[config.mk]
export PLATFORM = sky130hd
export DESIGN_NAME = trace_axil_slave
export DESIGN_NICKNAME = d
export VERILOG_FILES = /design/src/common/trace_pkg.sv /design/src/verilog/trace_axil_slave.sv
export SDC_FILE = /design/constraint.sdc
export NUM_CORES = 1
export LEC_CHECK = 0
export ABC_CLOCK_PERIOD_IN_PS = 2100
export BUFFER_PORTS_ARGS = -buffer_cell sky130_fd_sc_hd__buf_2
export CAP_MARGIN = 5
export CORE_MARGIN = 2
export CORE_UTILIZATION = 37
export CTS_BUF_LIST = sky130_fd_sc_hd__clkbuf_16
export CTS_CLUSTER_SIZE = 24
export DETAILED_ROUTE_END_ITERATION = 8
export PLACE_DENSITY = 0.8
export SYNTH_ARGS = -nofsm -noshare
export SYNTH_HDL_FRONTEND = slang
export SYNTH_SLANG_ARGS = --single-unit
[constraint.sdc]
create_clock -name clk -period 2.1 [get_ports clk]
set_input_delay 0.42 -clock clk [delete_from_list [all_inputs] [get_ports clk]]
set_output_delay 0.42 -clock clk [all_outputs]
set_load 0.03 [all_outputs]
[src/common/trace_pkg.sv]
// Pipeline trace package

package trace_pkg;

    localparam int tag_w      = 8;                   // Instruction tag, wraps mod 256
    localparam int fifo_depth = 16;                  // Records held in the queue
    localparam int fifo_ptr_w = $clog2(fifo_depth);
    localparam int stall_max  = 15;                  // Decode stall count saturates here

    // Host register map
    localparam logic [3:0] reg_lo   = 4'h0;          // Record word 0
    localparam logic [3:0] reg_hi   = 4'h4;          // Record word 1, read pops
    localparam logic [3:0] reg_stat = 4'h8;          // Level and overflow count

    localparam logic [1:0] resp_okay   = 2'b00;
    localparam logic [1:0] resp_slverr = 2'b10;

    ////////////////////////////////////////////////////////////////////
    // CPU side
    ////////////////////////////////////////////////////////////////////

    // One word per cycle, each field owned by a different stage
    typedef struct packed {
        logic [15:0] fetch_pc;       // Instruction in fetch
        logic [7:0]  decode_opcode;  // Instruction in decode
        logic [15:0] exe_result;     // Instruction in execute
        logic        mem_wr;         // Instruction in memory
        logic        wb_en;          // Instruction in write-back
        logic [4:0]  wb_reg;
        logic        stall;          // Fetch and decode hold
    } stage_in_t;

    typedef struct packed {
        logic             vld;
        logic [tag_w-1:0] tag;
    } tag_slot_t;

    typedef struct packed {
        tag_slot_t fetch;
        tag_slot_t decode;
        tag_slot_t exe;
        tag_slot_t mem;
        tag_slot_t wb;
    } stage_tags_t;

    ////////////////////////////////////////////////////////////////////
    // Trace record and host bus
    ////////////////////////////////////////////////////////////////////

    typedef struct packed {
        logic [tag_w-1:0] tag;
        logic [15:0]      pc;
        logic [7:0]       opcode;
        logic [3:0]       stall_cnt;
        logic             mem_wr;
        logic             wb_en;
        logic [4:0]       wb_reg;
        logic [4:0]       rsv;        // Always zero
        logic [15:0]      result;
    } trace_rec_t;

    // Same 64 bits seen as two bus words, word 0 is the low half
    typedef union packed {
        trace_rec_t       rec;
        logic [1:0][31:0] word;
    } trace_rec_u;

    typedef struct packed {
        logic        awvalid;
        logic [3:0]  awaddr;
        logic        wvalid;
        logic [31:0] wdata;
        logic        bready;
        logic        arvalid;
        logic [3:0]  araddr;
        logic        rready;
    } axil_req_t;

    typedef struct packed {
        logic        awready;
        logic        wready;
        logic        bvalid;
        logic [1:0]  bresp;
        logic        arready;
        logic        rvalid;
        logic [31:0] rdata;
        logic [1:0]  rresp;
    } axil_rsp_t;

endpackage

[src/verilog/trace_axil_slave.sv]
// AXI4-Lite trace host port
`timescale 1ns/1ns

module trace_axil_slave (
    input  logic                 clk,
    input  logic                 rst_n,
    input  trace_pkg::axil_req_t  req,
    output trace_pkg::axil_rsp_t  rsp,
    input  trace_pkg::trace_rec_t head,     // FIFO head
    input  logic [4:0]           level,
    input  logic [7:0]           ovf_cnt,
    output logic                 pop,      // Read of reg_hi with data present
    output logic                 ovf_clr   // Write to reg_stat
);

    import trace_pkg::*;

    trace_rec_u  head_u;
    logic [31:0] stat_word;
    logic [31:0] rd_word;
    logic [1:0]  rd_resp;
    logic        ar_hs, wr_hs, q_empty;
    logic        arready_q, rvalid_q, awready_q, wready_q, bvalid_q;
    logic [31:0] rdata_q;
    logic [1:0]  rresp_q;

    always_comb head_u.rec = head;              // Split into two bus words

    assign q_empty   = level == '0;
    assign stat_word = {16'd0, ovf_cnt, 3'd0, level};
    assign ar_hs     = arready_q && req.arvalid;
    assign wr_hs     = awready_q && req.awvalid && wready_q && req.wvalid;
    assign pop       = ar_hs && req.araddr == reg_hi && !q_empty;
    assign ovf_clr   = wr_hs && req.awaddr == reg_stat;

    // Read decode, record words are an error when nothing is queued
    always_comb begin
        rd_word = '0;
        rd_resp = resp_okay;
        case (req.araddr)
            reg_lo: begin
                if (q_empty) begin
                    rd_resp = resp_slverr;
                end else begin
                    rd_word = head_u.word[0];
                end
            end
            reg_hi: begin
                if (q_empty) begin
                    rd_resp = resp_slverr;
                end else begin
                    rd_word = head_u.word[1];
                end
            end
            reg_stat: rd_word = stat_word;
            default:  rd_word = '0;             // Unmapped reads as zero
        endcase
    end

    ////////////////////////////////////////////////////////////////////
    // Read channel, one outstanding
    ////////////////////////////////////////////////////////////////////

    always_ff @(posedge clk) begin
        if (!rst_n) begin
            arready_q <= 1'b0;
            rvalid_q  <= 1'b0;
        end else if (ar_hs) begin
            arready_q <= 1'b0;
            rvalid_q  <= 1'b1;                  // Data one cycle after address
        end else if (rvalid_q && req.rready) begin
            rvalid_q  <= 1'b0;
            arready_q <= 1'b1;
        end else if (!rvalid_q) begin
            arready_q <= 1'b1;
        end
    end

    always_ff @(posedge clk) begin
        if (ar_hs) begin
            rdata_q <= rd_word;
            rresp_q <= rd_resp;
        end
    end

    ////////////////////////////////////////////////////////////////////
    // Write channel, address and data taken together
    ////////////////////////////////////////////////////////////////////

    always_ff @(posedge clk) begin
        if (!rst_n) begin
            awready_q <= 1'b0;
            wready_q  <= 1'b0;
            bvalid_q  <= 1'b0;
        end else if (wr_hs) begin
            awready_q <= 1'b0;
            wready_q  <= 1'b0;
            bvalid_q  <= 1'b1;
        end else if (bvalid_q && req.bready) begin
            bvalid_q  <= 1'b0;
        end else if (!bvalid_q && req.awvalid && req.wvalid) begin
            awready_q <= 1'b1;                  // Both present, accept next cycle
            wready_q  <= 1'b1;
        end
    end

    always_comb begin
        rsp         = '0;
        rsp.arready = arready_q;
        rsp.rvalid  = rvalid_q;
        rsp.rdata   = rdata_q;
        rsp.rresp   = rresp_q;
        rsp.awready = awready_q;
        rsp.wready  = wready_q;
        rsp.bvalid  = bvalid_q;
        rsp.bresp   = resp_okay;                // Writes never fail
    end

endmodule

* Word level (Yosys, flattened, before mapping)
Index checks and enable logic that the tools add are counted.
** Operators by class
- Eq/ne operators :: 4
- Mux-type cells :: 10
- Bitwise operators :: 2
- Reduce and logical (&&, ||, !) cells :: 21
** Operators by type and width (number)
- $pmux 32 s3 :: 1
- $mux 32 :: 2
- $logic_and 1x1->1 :: 11
- $eq 4x4->1 const B :: 2
- $mux 1 :: 6
- $reduce_or 2->1 :: 3
- $logic_not 5->1 :: 1
- $eq 4x3->1 const B :: 1
- $logic_not 4->1 :: 1
- $reduce_bool 2->1 :: 2
- $logic_not 1->1 :: 2
- $mux 2 :: 1
- $ne 2x1->1 const B :: 1
- $not 1->1 :: 2
- $reduce_and 2->1 :: 1
** Word-level totals
- Bits in registers :: 38
- Input bits :: 124
- Output and inout port bits :: 43
- Word-level logic and storage cells :: 43

* Longest topological paths before layout
Gate-level depths: netlist of run 1.
- Depth after elaboration :: 4
- Gate-level depth with buffers :: 5
- Gate-level depth less buffers :: 3

* Worst setup path after synthesis of run 1
Ideal clock, no wire load.
- Path type :: in2out
- Start :: input port req[4] (netlist bit)
- End :: output port pop
- Data arrival time :: 1.464 ns
- Data required time :: 1.680 ns
- Path slack :: 0.216 ns
- Stages :: 4
- Buffers on the path :: 1
- Cell sequence :: nor3_1 > o21ai_4 > buf_4 > nor2_1
** On the way
- Longest elaborated chain between the ends :: 3
** Ends and longest elaborated chain
- start: declaration :: RTL line trace_axil_slave.sv:7 : input trace_pkg::axil_req_t req,
- $eq 4x3->1 :: RTL line trace_axil_slave.sv:33 : assign pop = ar_hs && req.araddr == reg_hi && !q_empty;
- $logic_and 1x1->1 (2 in a row) :: RTL line trace_axil_slave.sv:33
- end: declaration :: RTL line trace_axil_slave.sv:12 : output logic pop,
Every way passes these cells.

* Worst setup path in the final report of run 1
- Start :: input port level[0]
- End :: output port pop
** On the way
- Longest elaborated chain between the ends :: 3
** Ends and longest elaborated chain
- start: declaration :: RTL line trace_axil_slave.sv:10 : input logic [4:0] level,
- $logic_not 5->1 :: RTL line trace_axil_slave.sv:29 : assign q_empty = level == '0;
- $logic_not 1->1 :: RTL line trace_axil_slave.sv:33
- $logic_and 1x1->1 :: RTL line trace_axil_slave.sv:33
Every way passes these cells.

==> results of run 1 <==
==> layer usage <==
metal / share of wire [%] / global-route usage [%] / up-vias / wire, um
li1: - / - / 795 / -
met1: 40 / 16.3 / 679 / 1760
met2: 49 / 27.7 / 92 / 2180
met3: 9.9 / 3.93 / 2 / 434
met4: 0.61 / 5.36 / 0 / 27
met5: 0 / 0 / - / 0
==> worst max-delay path: stages <==
cell     delay (ns)
buf_2          0.10
or4_4          0.54
o21ai_4        0.20
nor2_1         0.07
buf_2          0.18
==> cell families after synthesis <==
family	share of synthesized area, %
flip-flops	58.2
multiplexers	17.9
AND/OR/NAND/NOR	11.7
other	0.204
AO/OA/AOI/OAI	5.77
buffers and inverters	6.25
==> registers in the layout, summed over array words and instances (netlist names) <==
| name | flops |
|---|---|
| rresp_q | 1 |
| rdata_q | 32 |
| bvalid_q | 1 |
| arready_q | 1 |
| wready_q | 1 |
| rvalid_q | 1 |
==> where the power goes <==
part	internal (W)	switching (W)
logic	0.000127	0.000164
clock network	0.000430	0.000255
registers	0.000832	0.00000795
==> synthesized netlist by cell type (2+ instances only) <==
cell / n / area share (%)
dfxtp_1: 4 / 4.3
nor2_1: 21 / 4.3
edfxtp_1: 33 / 54
nand2b_1: 3 / 1.0
buf_2: 5 / 1.4
o21ai_0: 11 / 3.0
o21ai_1: 2 / 0.54
buf_4: 10 / 4.1
a21boi_0: 2 / 0.81
nand3_1: 2 / 0.54
mux2i_1: 33 / 18
nand2_1: 15 / 3.1
==> through the flow <==
| stage | util (%) | hold WS [ns] | std cells |
|---|---|---|---|
| 2_1_floorplan | - | 0.470 | 154 |
| 3_3_place_gp | 53.2 | 0.484 | 343 |
| 3_5_place_dp | 53.2 | 0.506 | 343 |
| 4_1_cts | 56.1 | 0.413 | 351 |
| 5_1_grt | 56.1 | 0.424 | 351 |
| 6_report | 56.1 | 0.422 | 351 |
==> final cells by class <==
class	instances	area share, %
Sequential cell	37	40.1
Timing Repair Buffer	138	26.5
Multi-Input combinational cell	100	24.8
Clock buffer	5	4.69
Tap cell	67	3.14
Clock inverter	3	0.516
Inverter	1	0.141
==> path summary, 6_finish.rpt <==
path                   from           to
hold reg to reg    rvalid_q     rvalid_q
setup reg to reg  arready_q  rdata_q[14]
hold / removal        rst_n    arready_q
setup / recovery   level[0]          pop
==> flow_metrics.tcl, run 1 <==
set metrics [dict create \
    status "completed" \
    setup_viol 0 \
    power_w 0.00182 \
    cts_max_path_buffers 2 \
    mostFrequentLayoutCell "buf_2" \
    synthCells 152 \
    dp_hpwl_um 3480 \
    htree_num_levels 2 \
    power_leakage_nw 1.32 \
    critPathArrivalTime_ns 1.52 \
    powerDensity_nw_per_um2 680 \
    synth_ff_type "edfxtp_1" \
    grt_max_degree 21 \
    path_class "primary input to output pin" \
    whs_path_depth 2 \
    cts_root_buf "clkbuf_16" \
    dieArea_um2 5560 \
    cts_tree "yes" \
    period_share_pct 92.4 \
    drtPass1Iterations 4 \
    ir_drop_mv 0.280 \
    rsz0062_at_grt "no" \
    rows 25 \
    grt_pass1_vias 1395 \
    hold_buffers 0 \
    cts_buffers 5 \
    critPathLaunchType "primary input" \
    synth-async-reset-ratio_pct 0 \
    grt_overflow_total 0 \
    cts_resized 0 \
    grt_pass1_wl_um 6160 \
    fill_cells 440 \
    clock_latency_ns 0.27 \
    clkTransAtPathRegs_ns 0.05 \
    gp_congestion 0.689 \
    wl_um 4400 \
    hp-class "primary input to register" \
    seqCellArea_um2 1070 \
    vias 1568 \
    syn_area_um2 1840 \
    drv_slew 0 \
    synth_edf_count 33 \
    antenna_cells 0 \
    reg2reg_depth 3 \
    ant_nets 0 \
    initial_utilization_pct 38.7 \
    track_usage_pct 14.9 \
    r2r_setup_slack_ns 1.00 \
    portBuffers 131 \
    layout-drive-gt1-share_pct 52.1 \
    synth-seq-cells 37 \
    vias_per_cell 4.47 \
    post_cts_buffers 0 \
    maxCapViolCount 0 \
    postLayoutCellArea_um2 2670 \
    fin_tns_setup_ns 0 \
    first_iter_violations 48 \
    die_h_um 74.6 \
    io_pins 167 \
    syn_area_per_cell_um2 12.1 \
    clock.fmax_mhz 515 \
    final.setup.worst_slack_ns 0.160 \
    cts.sinks 37 \
    postPlaceCellArea_um2 2530 \
    layout_common_cells "131 x buf_2, 33 x mux2i_1, 33 x edfxtp_1, 21 x nor2_1, 15 x nand2_1" \
    cp_max_fo 3 \
    multi_input_comb_area_um2 663 \
    yosys_warnings 0 \
    nets 407 \
    critPathCaptureType "output pin" \
    antenna_found_initial 0 \
    final.min_clock_period_ns 1.94 \
    wl_per_cell_um 12.5 \
    core_um2 4750 \
    fp.dieW_um 74.6 \
    skew_ns 0.00209 \
    crit_required_ns 1.68 \
    areaGrowthSynthToFinish_pct 44.9 \
    yosysSeqAreaShare_pct 58.2 \
    preCtsSetupSlack_ns 0.112 \
    remaining_drc_errors 0 \
    hold_viol_final 0 \
    synth_cell_types 23 \
]
Note: power is estimated with default switching activity, not from simulation.
==> run 2, diff against run 1 <==
ABC_AREA = 1   (was default)
CORE_UTILIZATION = 38   (was 37)
PLACE_DENSITY = 0.81   (was 0.8)
==> run 2 against run 1 <==
Final area is 1.9% higher. Final cell count is 13% higher. Combinational power is 8.9% lower. Count of clock-buffer cells in the layout stayed put. Sequential power hardly changed. Largest cell class unchanged. Flip-flop and latch count stayed put. Total power is 0.71% lower. First-iteration DRC count is 81% higher. Non-clock buffer count is 1 lower. Largest power group unchanged. Die area is 0.82% higher. Worst hold slack worse by 0.033 ns. Critical path type is now register to output pin. Wire length is 15% higher.
==> flow_metrics.tcl, run 2 <==
set metrics [dict create \
    path_class "register to output pin" \
    wl_um 5070 \
    synthTopCellsByCount "92 x nand3_1, 33 x edfxtp_1, 26 x nand2_1" \
    slowest_delay_ns 0.37 \
    dp_hpwl_um 3870 \
    cts_buffers 5 \
    areaGrowthSynthToFinish_pct 42.6 \
    period_share_pct 77.1 \
    final.min_clock_period_ns 1.62 \
    clock.fmax_mhz 618 \
    portBuffers 131 \
    gp_congestion 0.706 \
    p_switching_w 0.000437 \
    fill_cells 438 \
    postLayoutCellArea_um2 2720 \
    hold_buffers 0 \
    skew_ns 0.00180 \
    ir_drop_mv 0.446 \
    vias 1917 \
    synth-async-reset-ratio_pct 0 \
    grt_max_degree 36 \
    syn_area_per_cell_um2 9.26 \
    layout_common_cells "131 x buf_2, 91 x nand3_1, 33 x edfxtp_1, 26 x nand2_1, 12 x inv_1" \
    power_w 0.00180 \
    r2r_setup_slack_ns 0.99 \
    multi_input_comb_area_um2 668 \
    hold_viol_final 0 \
    final_core_util_pct 56.8 \
    cp_top_family "flip-flops" \
    synth_ff_type "edfxtp_1" \
    sequentialPowerShare_pct 46.6 \
    crit_required_ns 1.68 \
    antenna_found_initial 0 \
    wl_per_cell_um 12.8 \
    remaining_drc_errors 0 \
    antenna_cells 0 \
    cp_num_buf_inv 1 \
    synth_area_leader_cell "edfxtp_1" \
    cp_slowest_cell "dfxtp_1" \
    clkTransAtPathRegs_ns 0.05 \
    status "completed" \
    cp_max_fo 4 \
    drv_slew 0 \
    synthCells 206 \
    setup_viol 0 \
    internal_power_w 0.00137 \
    grt_overflow_total 0 \
    critPathCaptureType "output pin" \
    cts_resized 0 \
    synth-seq-cells 37 \
    io_pins 167 \
    rsz0062_at_grt "no" \
    die_h_um 74.9 \
    maxCapViolCount 0 \
    regMostFlops "rdata_q" \
    tightest_slew_ns 0.835 \
    rows 25 \
    grt_pass1_wl_um 7360 \
    largest_reg_flops 32 \
    cts_root_buf "clkbuf_16" \
    synth.most_common_cell "nand3_1" \
    yosysSeqAreaShare_pct 56.1 \
    swShare_pct 24.3 \
    clock_latency_ns 0.27 \
    slew_headroom_pct 44.1 \
    fp.dieW_um 74.9 \
    first_iter_violations 87 \
    htree_num_levels 2 \
    post_cts_buffers 0 \
    yosys_warnings 0 \
    nets 453 \
    syn_area_um2 1910 \
    powerDensity_nw_per_um2 663 \
    grt_pass1_vias 1666 \
    synth_cell_types 19 \
    synth.top_cell.area_share_pct 51.9 \
    pwr-share-clk_pct 38.7 \
    seqCellArea_um2 1070 \
    cts_tree "yes" \
    ant_nets 0 \
    critPathLaunchType "register" \
    layout.cells.non_filler 397 \
    postPlaceCellArea_um2 2580 \
    fin_tns_setup_ns 0 \
    hp-class "primary input to register" \
    dp.cells 389 \
    yosys-top-cells-area "edfxtp_1 52%, nand3_1 24%, nand2_1 5.1%" \
    power_leakage_nw 1.38 \
    dieArea_um2 5600 \
    initial_utilization_pct 39.9 \
    path_cells "nand3_1, nor4_1, buf_2" \
    cts.sinks 37 \
    drtPass1Iterations 4 \
    cts_max_path_buffers 2 \
    critPathArrivalTime_ns 1.20 \
    layout-drive-gt1-share_pct 45.5 \
    combPwrFrac_pct 14.7 \
    synth_edf_count 33 \
    core_um2 4790 \
    vias_per_cell 4.83 \
    mostFrequentLayoutCell "buf_2" \
    track_usage_pct 17.5 \
]
run 2: cell types whose count changed after synthesis, sizes merged, moves of 6 or more:
cell / delta
nand3: +90
mux2i: -33
nor2: -15
o21ai: -13
nand2: +12
inv: +11
buf: +6
run 2: cell families (layout without fill, tap and decap cells):
logic type,after synthesis,after routing,synth area share [%]
buf+inv,35,157,9.51
other cells,1,3,0.197
simple gates,129,129,33.1
compound gates,4,4,1.05
flops,37,37,56.1
run 2: routing by layer:
metal | part of all wire, % | track usage [%]
met1 | 42 | 20.3
met4 | 1.1 | 7.34
met5 | 0 | 0
met3 | 7.7 | 3.75
met2 | 50 | 31.2
run 2: metrics by stage:
stage	hold WS [ns]	setup slack, ns
floorplan	0.448	0.0748
global placement	0.468	0.463
detailed placement	0.471	0.449
CTS	0.384	0.463
global route	0.398	0.358
finish	0.389	0.481
run 2: power by group through the flow:
stage	sequential, W	combinational, W	clock [W]
after floorplan	0.000901	0.000101	0
after global placement	0.000854	0.000261	0
after detailed placement	0.000856	0.000267	0
after CTS	0.000840	0.000267	0.000716
after global routing	0.000843	0.000289	0.000741
final	0.000840	0.000265	0.000698
run 2: final timing paths:
kind                  start     endpoint  cells past startpoint
hold / removal       req[6]     bvalid_q                      4
hold reg to reg    bvalid_q     bvalid_q                      2
setup / recovery   wready_q      ovf_clr                      3
setup reg to reg  arready_q  rdata_q[12]                      3
run 2: worst reg2reg max path: stages, from the launching register on:
cell     delay, ns
dfxtp_1       0.34
nand2_1       0.08
inv_1         0.10
buf_4         0.27
run 2: final cells by class:
type                            count  share of cell area (%)
Clock buffer                        5                    4.60
Clock inverter                      3                   0.506
Inverter                           12                    1.66
Multi-Input combinational cell    136                    24.6
Sequential cell                    37                    39.4
Tap cell                           67                    3.08
Timing Repair Buffer              137                    26.2
==> run 3, diff against run 2 <==
ABC_AREA = 0   (was 1)
ABC_CLOCK_PERIOD_IN_PS = 1450   (was 2100)
CORE_UTILIZATION = 34   (was 38)
PLACE_DENSITY = 0.77   (was 0.81)
clock period = 1.45 ns   (was 2.1 ns; I/O delays follow)
==> run 3 against run 2 <==
The run now ends with setup timing left. Worst hold slack got worse by 0.10 ns. Non-clock buffer count rose by 17. Final area up 8.7%. First-iteration DRC count decreased by 26%. Count of clock-buffer cells in the layout stayed put.
==> flow_metrics.tcl, run 3 (same netlist as run 1, synthesis figures left out) <==
set metrics [dict create \
    hp-class "primary input to register" \
    grt_pass1_vias 1614 \
    layout-drive-gt1-share_pct 55.7 \
    cts_buffers 5 \
    power_w 0.00267 \
    min_to "wready_q" \
    critPathLaunchType "primary input" \
    violations "setup timing" \
    antenna_cells 0 \
    cp_top_family "simple AND/OR/NAND/NOR gates" \
    whs_path_depth 2 \
    gp_congestion 0.709 \
    mostFrequentLayoutCell "buf_2" \
    grt_pass1_wl_um 7010 \
    critPathArrivalTime_ns 1.39 \
    dp.cells 355 \
    cp_max_fo 2 \
    initial_utilization_pct 35.6 \
    cts.sinks 37 \
    io_pins 167 \
    preCtsSetupSlack_ns -0.305 \
    final_core_util_pct 57.2 \
    dp_hpwl_um 3550 \
    cp_num_buf_inv 3 \
    path_cells "buf_6, or4_4, o21ai_4, buf_12, nor2_4, buf_6" \
    swShare_pct 22.9 \
    worstReg2RegEnd "rdata_q[16]" \
    portBuffers 131 \
    drv_slew 0 \
    status "complete, but fails checks" \
    wl_um 4500 \
    core_um2 5170 \
    regMostFlops "rdata_q" \
    track_usage_pct 14.8 \
    fp.dieW_um 77.6 \
    hp-start "rst_n" \
    final.min_clock_period_ns 1.68 \
    layout_common_cells "127 x buf_2, 33 x mux2i_1, 33 x edfxtp_1, 20 x nor2_1, 15 x nand2_1" \
    sequentialPowerShare_pct 45.5 \
    largest_reg_flops 32 \
    vias 1640 \
    path_class "primary input to output pin" \
    rows 26 \
    power_leakage_nw 1.44 \
    drtPass1Iterations 4 \
    cts_root_buf "clkbuf_16" \
    maxCapViolCount 0 \
    grt_max_degree 23 \
    rsz0062_at_grt "yes" \
    slowest_delay_ns 0.55 \
    dieArea_um2 6020 \
    cp_slowest_cell "or4_4" \
    pwr-share-clk_pct 35.9 \
    combPwrFrac_pct 18.6 \
    skew_ns 0.00391 \
    postLayoutCellArea_um2 2960 \
    powerDensity_nw_per_um2 904 \
    vias_per_cell 4.43 \
    htree_num_levels 2 \
    crit_required_ns 1.16 \
    r2r_start "arready_q" \
    cp_common_cell "buf_6" \
    grt_overflow_total 0 \
    reg2reg_depth 3 \
    clock.fmax_mhz 596 \
    nets 423 \
    cts_max_path_buffers 2 \
    remaining_drc_errors 0 \
    internal_power_w 0.00206 \
    clkTransAtPathRegs_ns 0.05 \
    p_switching_w 0.000613 \
    final.setup.worst_slack_ns -0.227 \
    die_h_um 77.6 \
    period_share_pct 116 \
    critPathCaptureType "output pin" \
    ir_drop_mv 0.387 \
    clock_latency_ns 0.27 \
    hold_buffers 0 \
    areaGrowthSynthToFinish_pct 60.6 \
    wl_per_cell_um 12.2 \
    ant_nets 0 \
    setup_viol 13 \
    cts_tree "yes" \
    r2r_setup_slack_ns 0.39 \
    layout.cells.non_filler 370 \
    postPlaceCellArea_um2 2680 \
    antenna_found_initial 0 \
    hold_viol_final 0 \
    first_iter_violations 64 \
]
[run 3: worst max-delay path by stage]
stage / depth (start not counted) / from / endpoint
floorplan: 4 / level[0] / pop
detailed placement: 6 / level[0] / pop
CTS: 6 / level[3] / pop
global placement: 6 / level[0] / pop
global route: 6 / level[1] / pop
finish: 6 / level[1] / pop
[run 3: layout make-up]
cell class | instances | area, um^2
Clock buffer | 5 | 125
Clock inverter | 3 | 11.3
Fill cell | 453 | 2210
Inverter | 1 | 7.51
Multi-Input combinational cell | 100 | 698
Sequential cell | 37 | 1070
Tap cell | 70 | 87.6
Timing Repair Buffer | 154 | 953
[run 3: per-layer routing]
layer  wire length [um]  global-route usage, %  vias to the layer above  part of all wire (%)
met5                  0                      0                        -                     0
met4                 67                   6.07                        0                   1.5
met3                328                   3.72                        5                   7.3
met2               2300                   27.2                       85                    51
met1               1800                   16.0                      723                    40
li1                   -                      -                      827                     -
[run 3: power groups by stage]
stage | Combinational [W] | Clock [W] | Sequential [W]
final | 0.000497 | 0.000959 | 0.00122
after global routing | 0.000537 | 0.00104 | 0.00122
after CTS | 0.000484 | 0.000987 | 0.00122
after detailed placement | 0.000469 | 0 | 0.00124
after global placement | 0.000460 | 0 | 0.00124
after floorplan | 0.000190 | 0 | 0.00130
[run 3: metrics by stage]
| stage | TNS, ns | hold WS (ns) |
|---|---|---|
| after floorplan | -0.920 | 0.418 |
| after global placement | -7.10 | 0.493 |
| after detailed placement | -7.67 | 0.505 |
| after CTS | -1.61 | 0.286 |
| after global routing | -1.37 | 0.287 |
| final | -0.930 | 0.285 |
[run 3: timing repair]
item / 4_1_cts / 5_1_grt
cloned: 0 / 1
buffers inserted: 3 / 4
endpoints found under the setup margin: 2 / 31
gates resized for setup: 11 / 6
pin swaps: 3 / 3
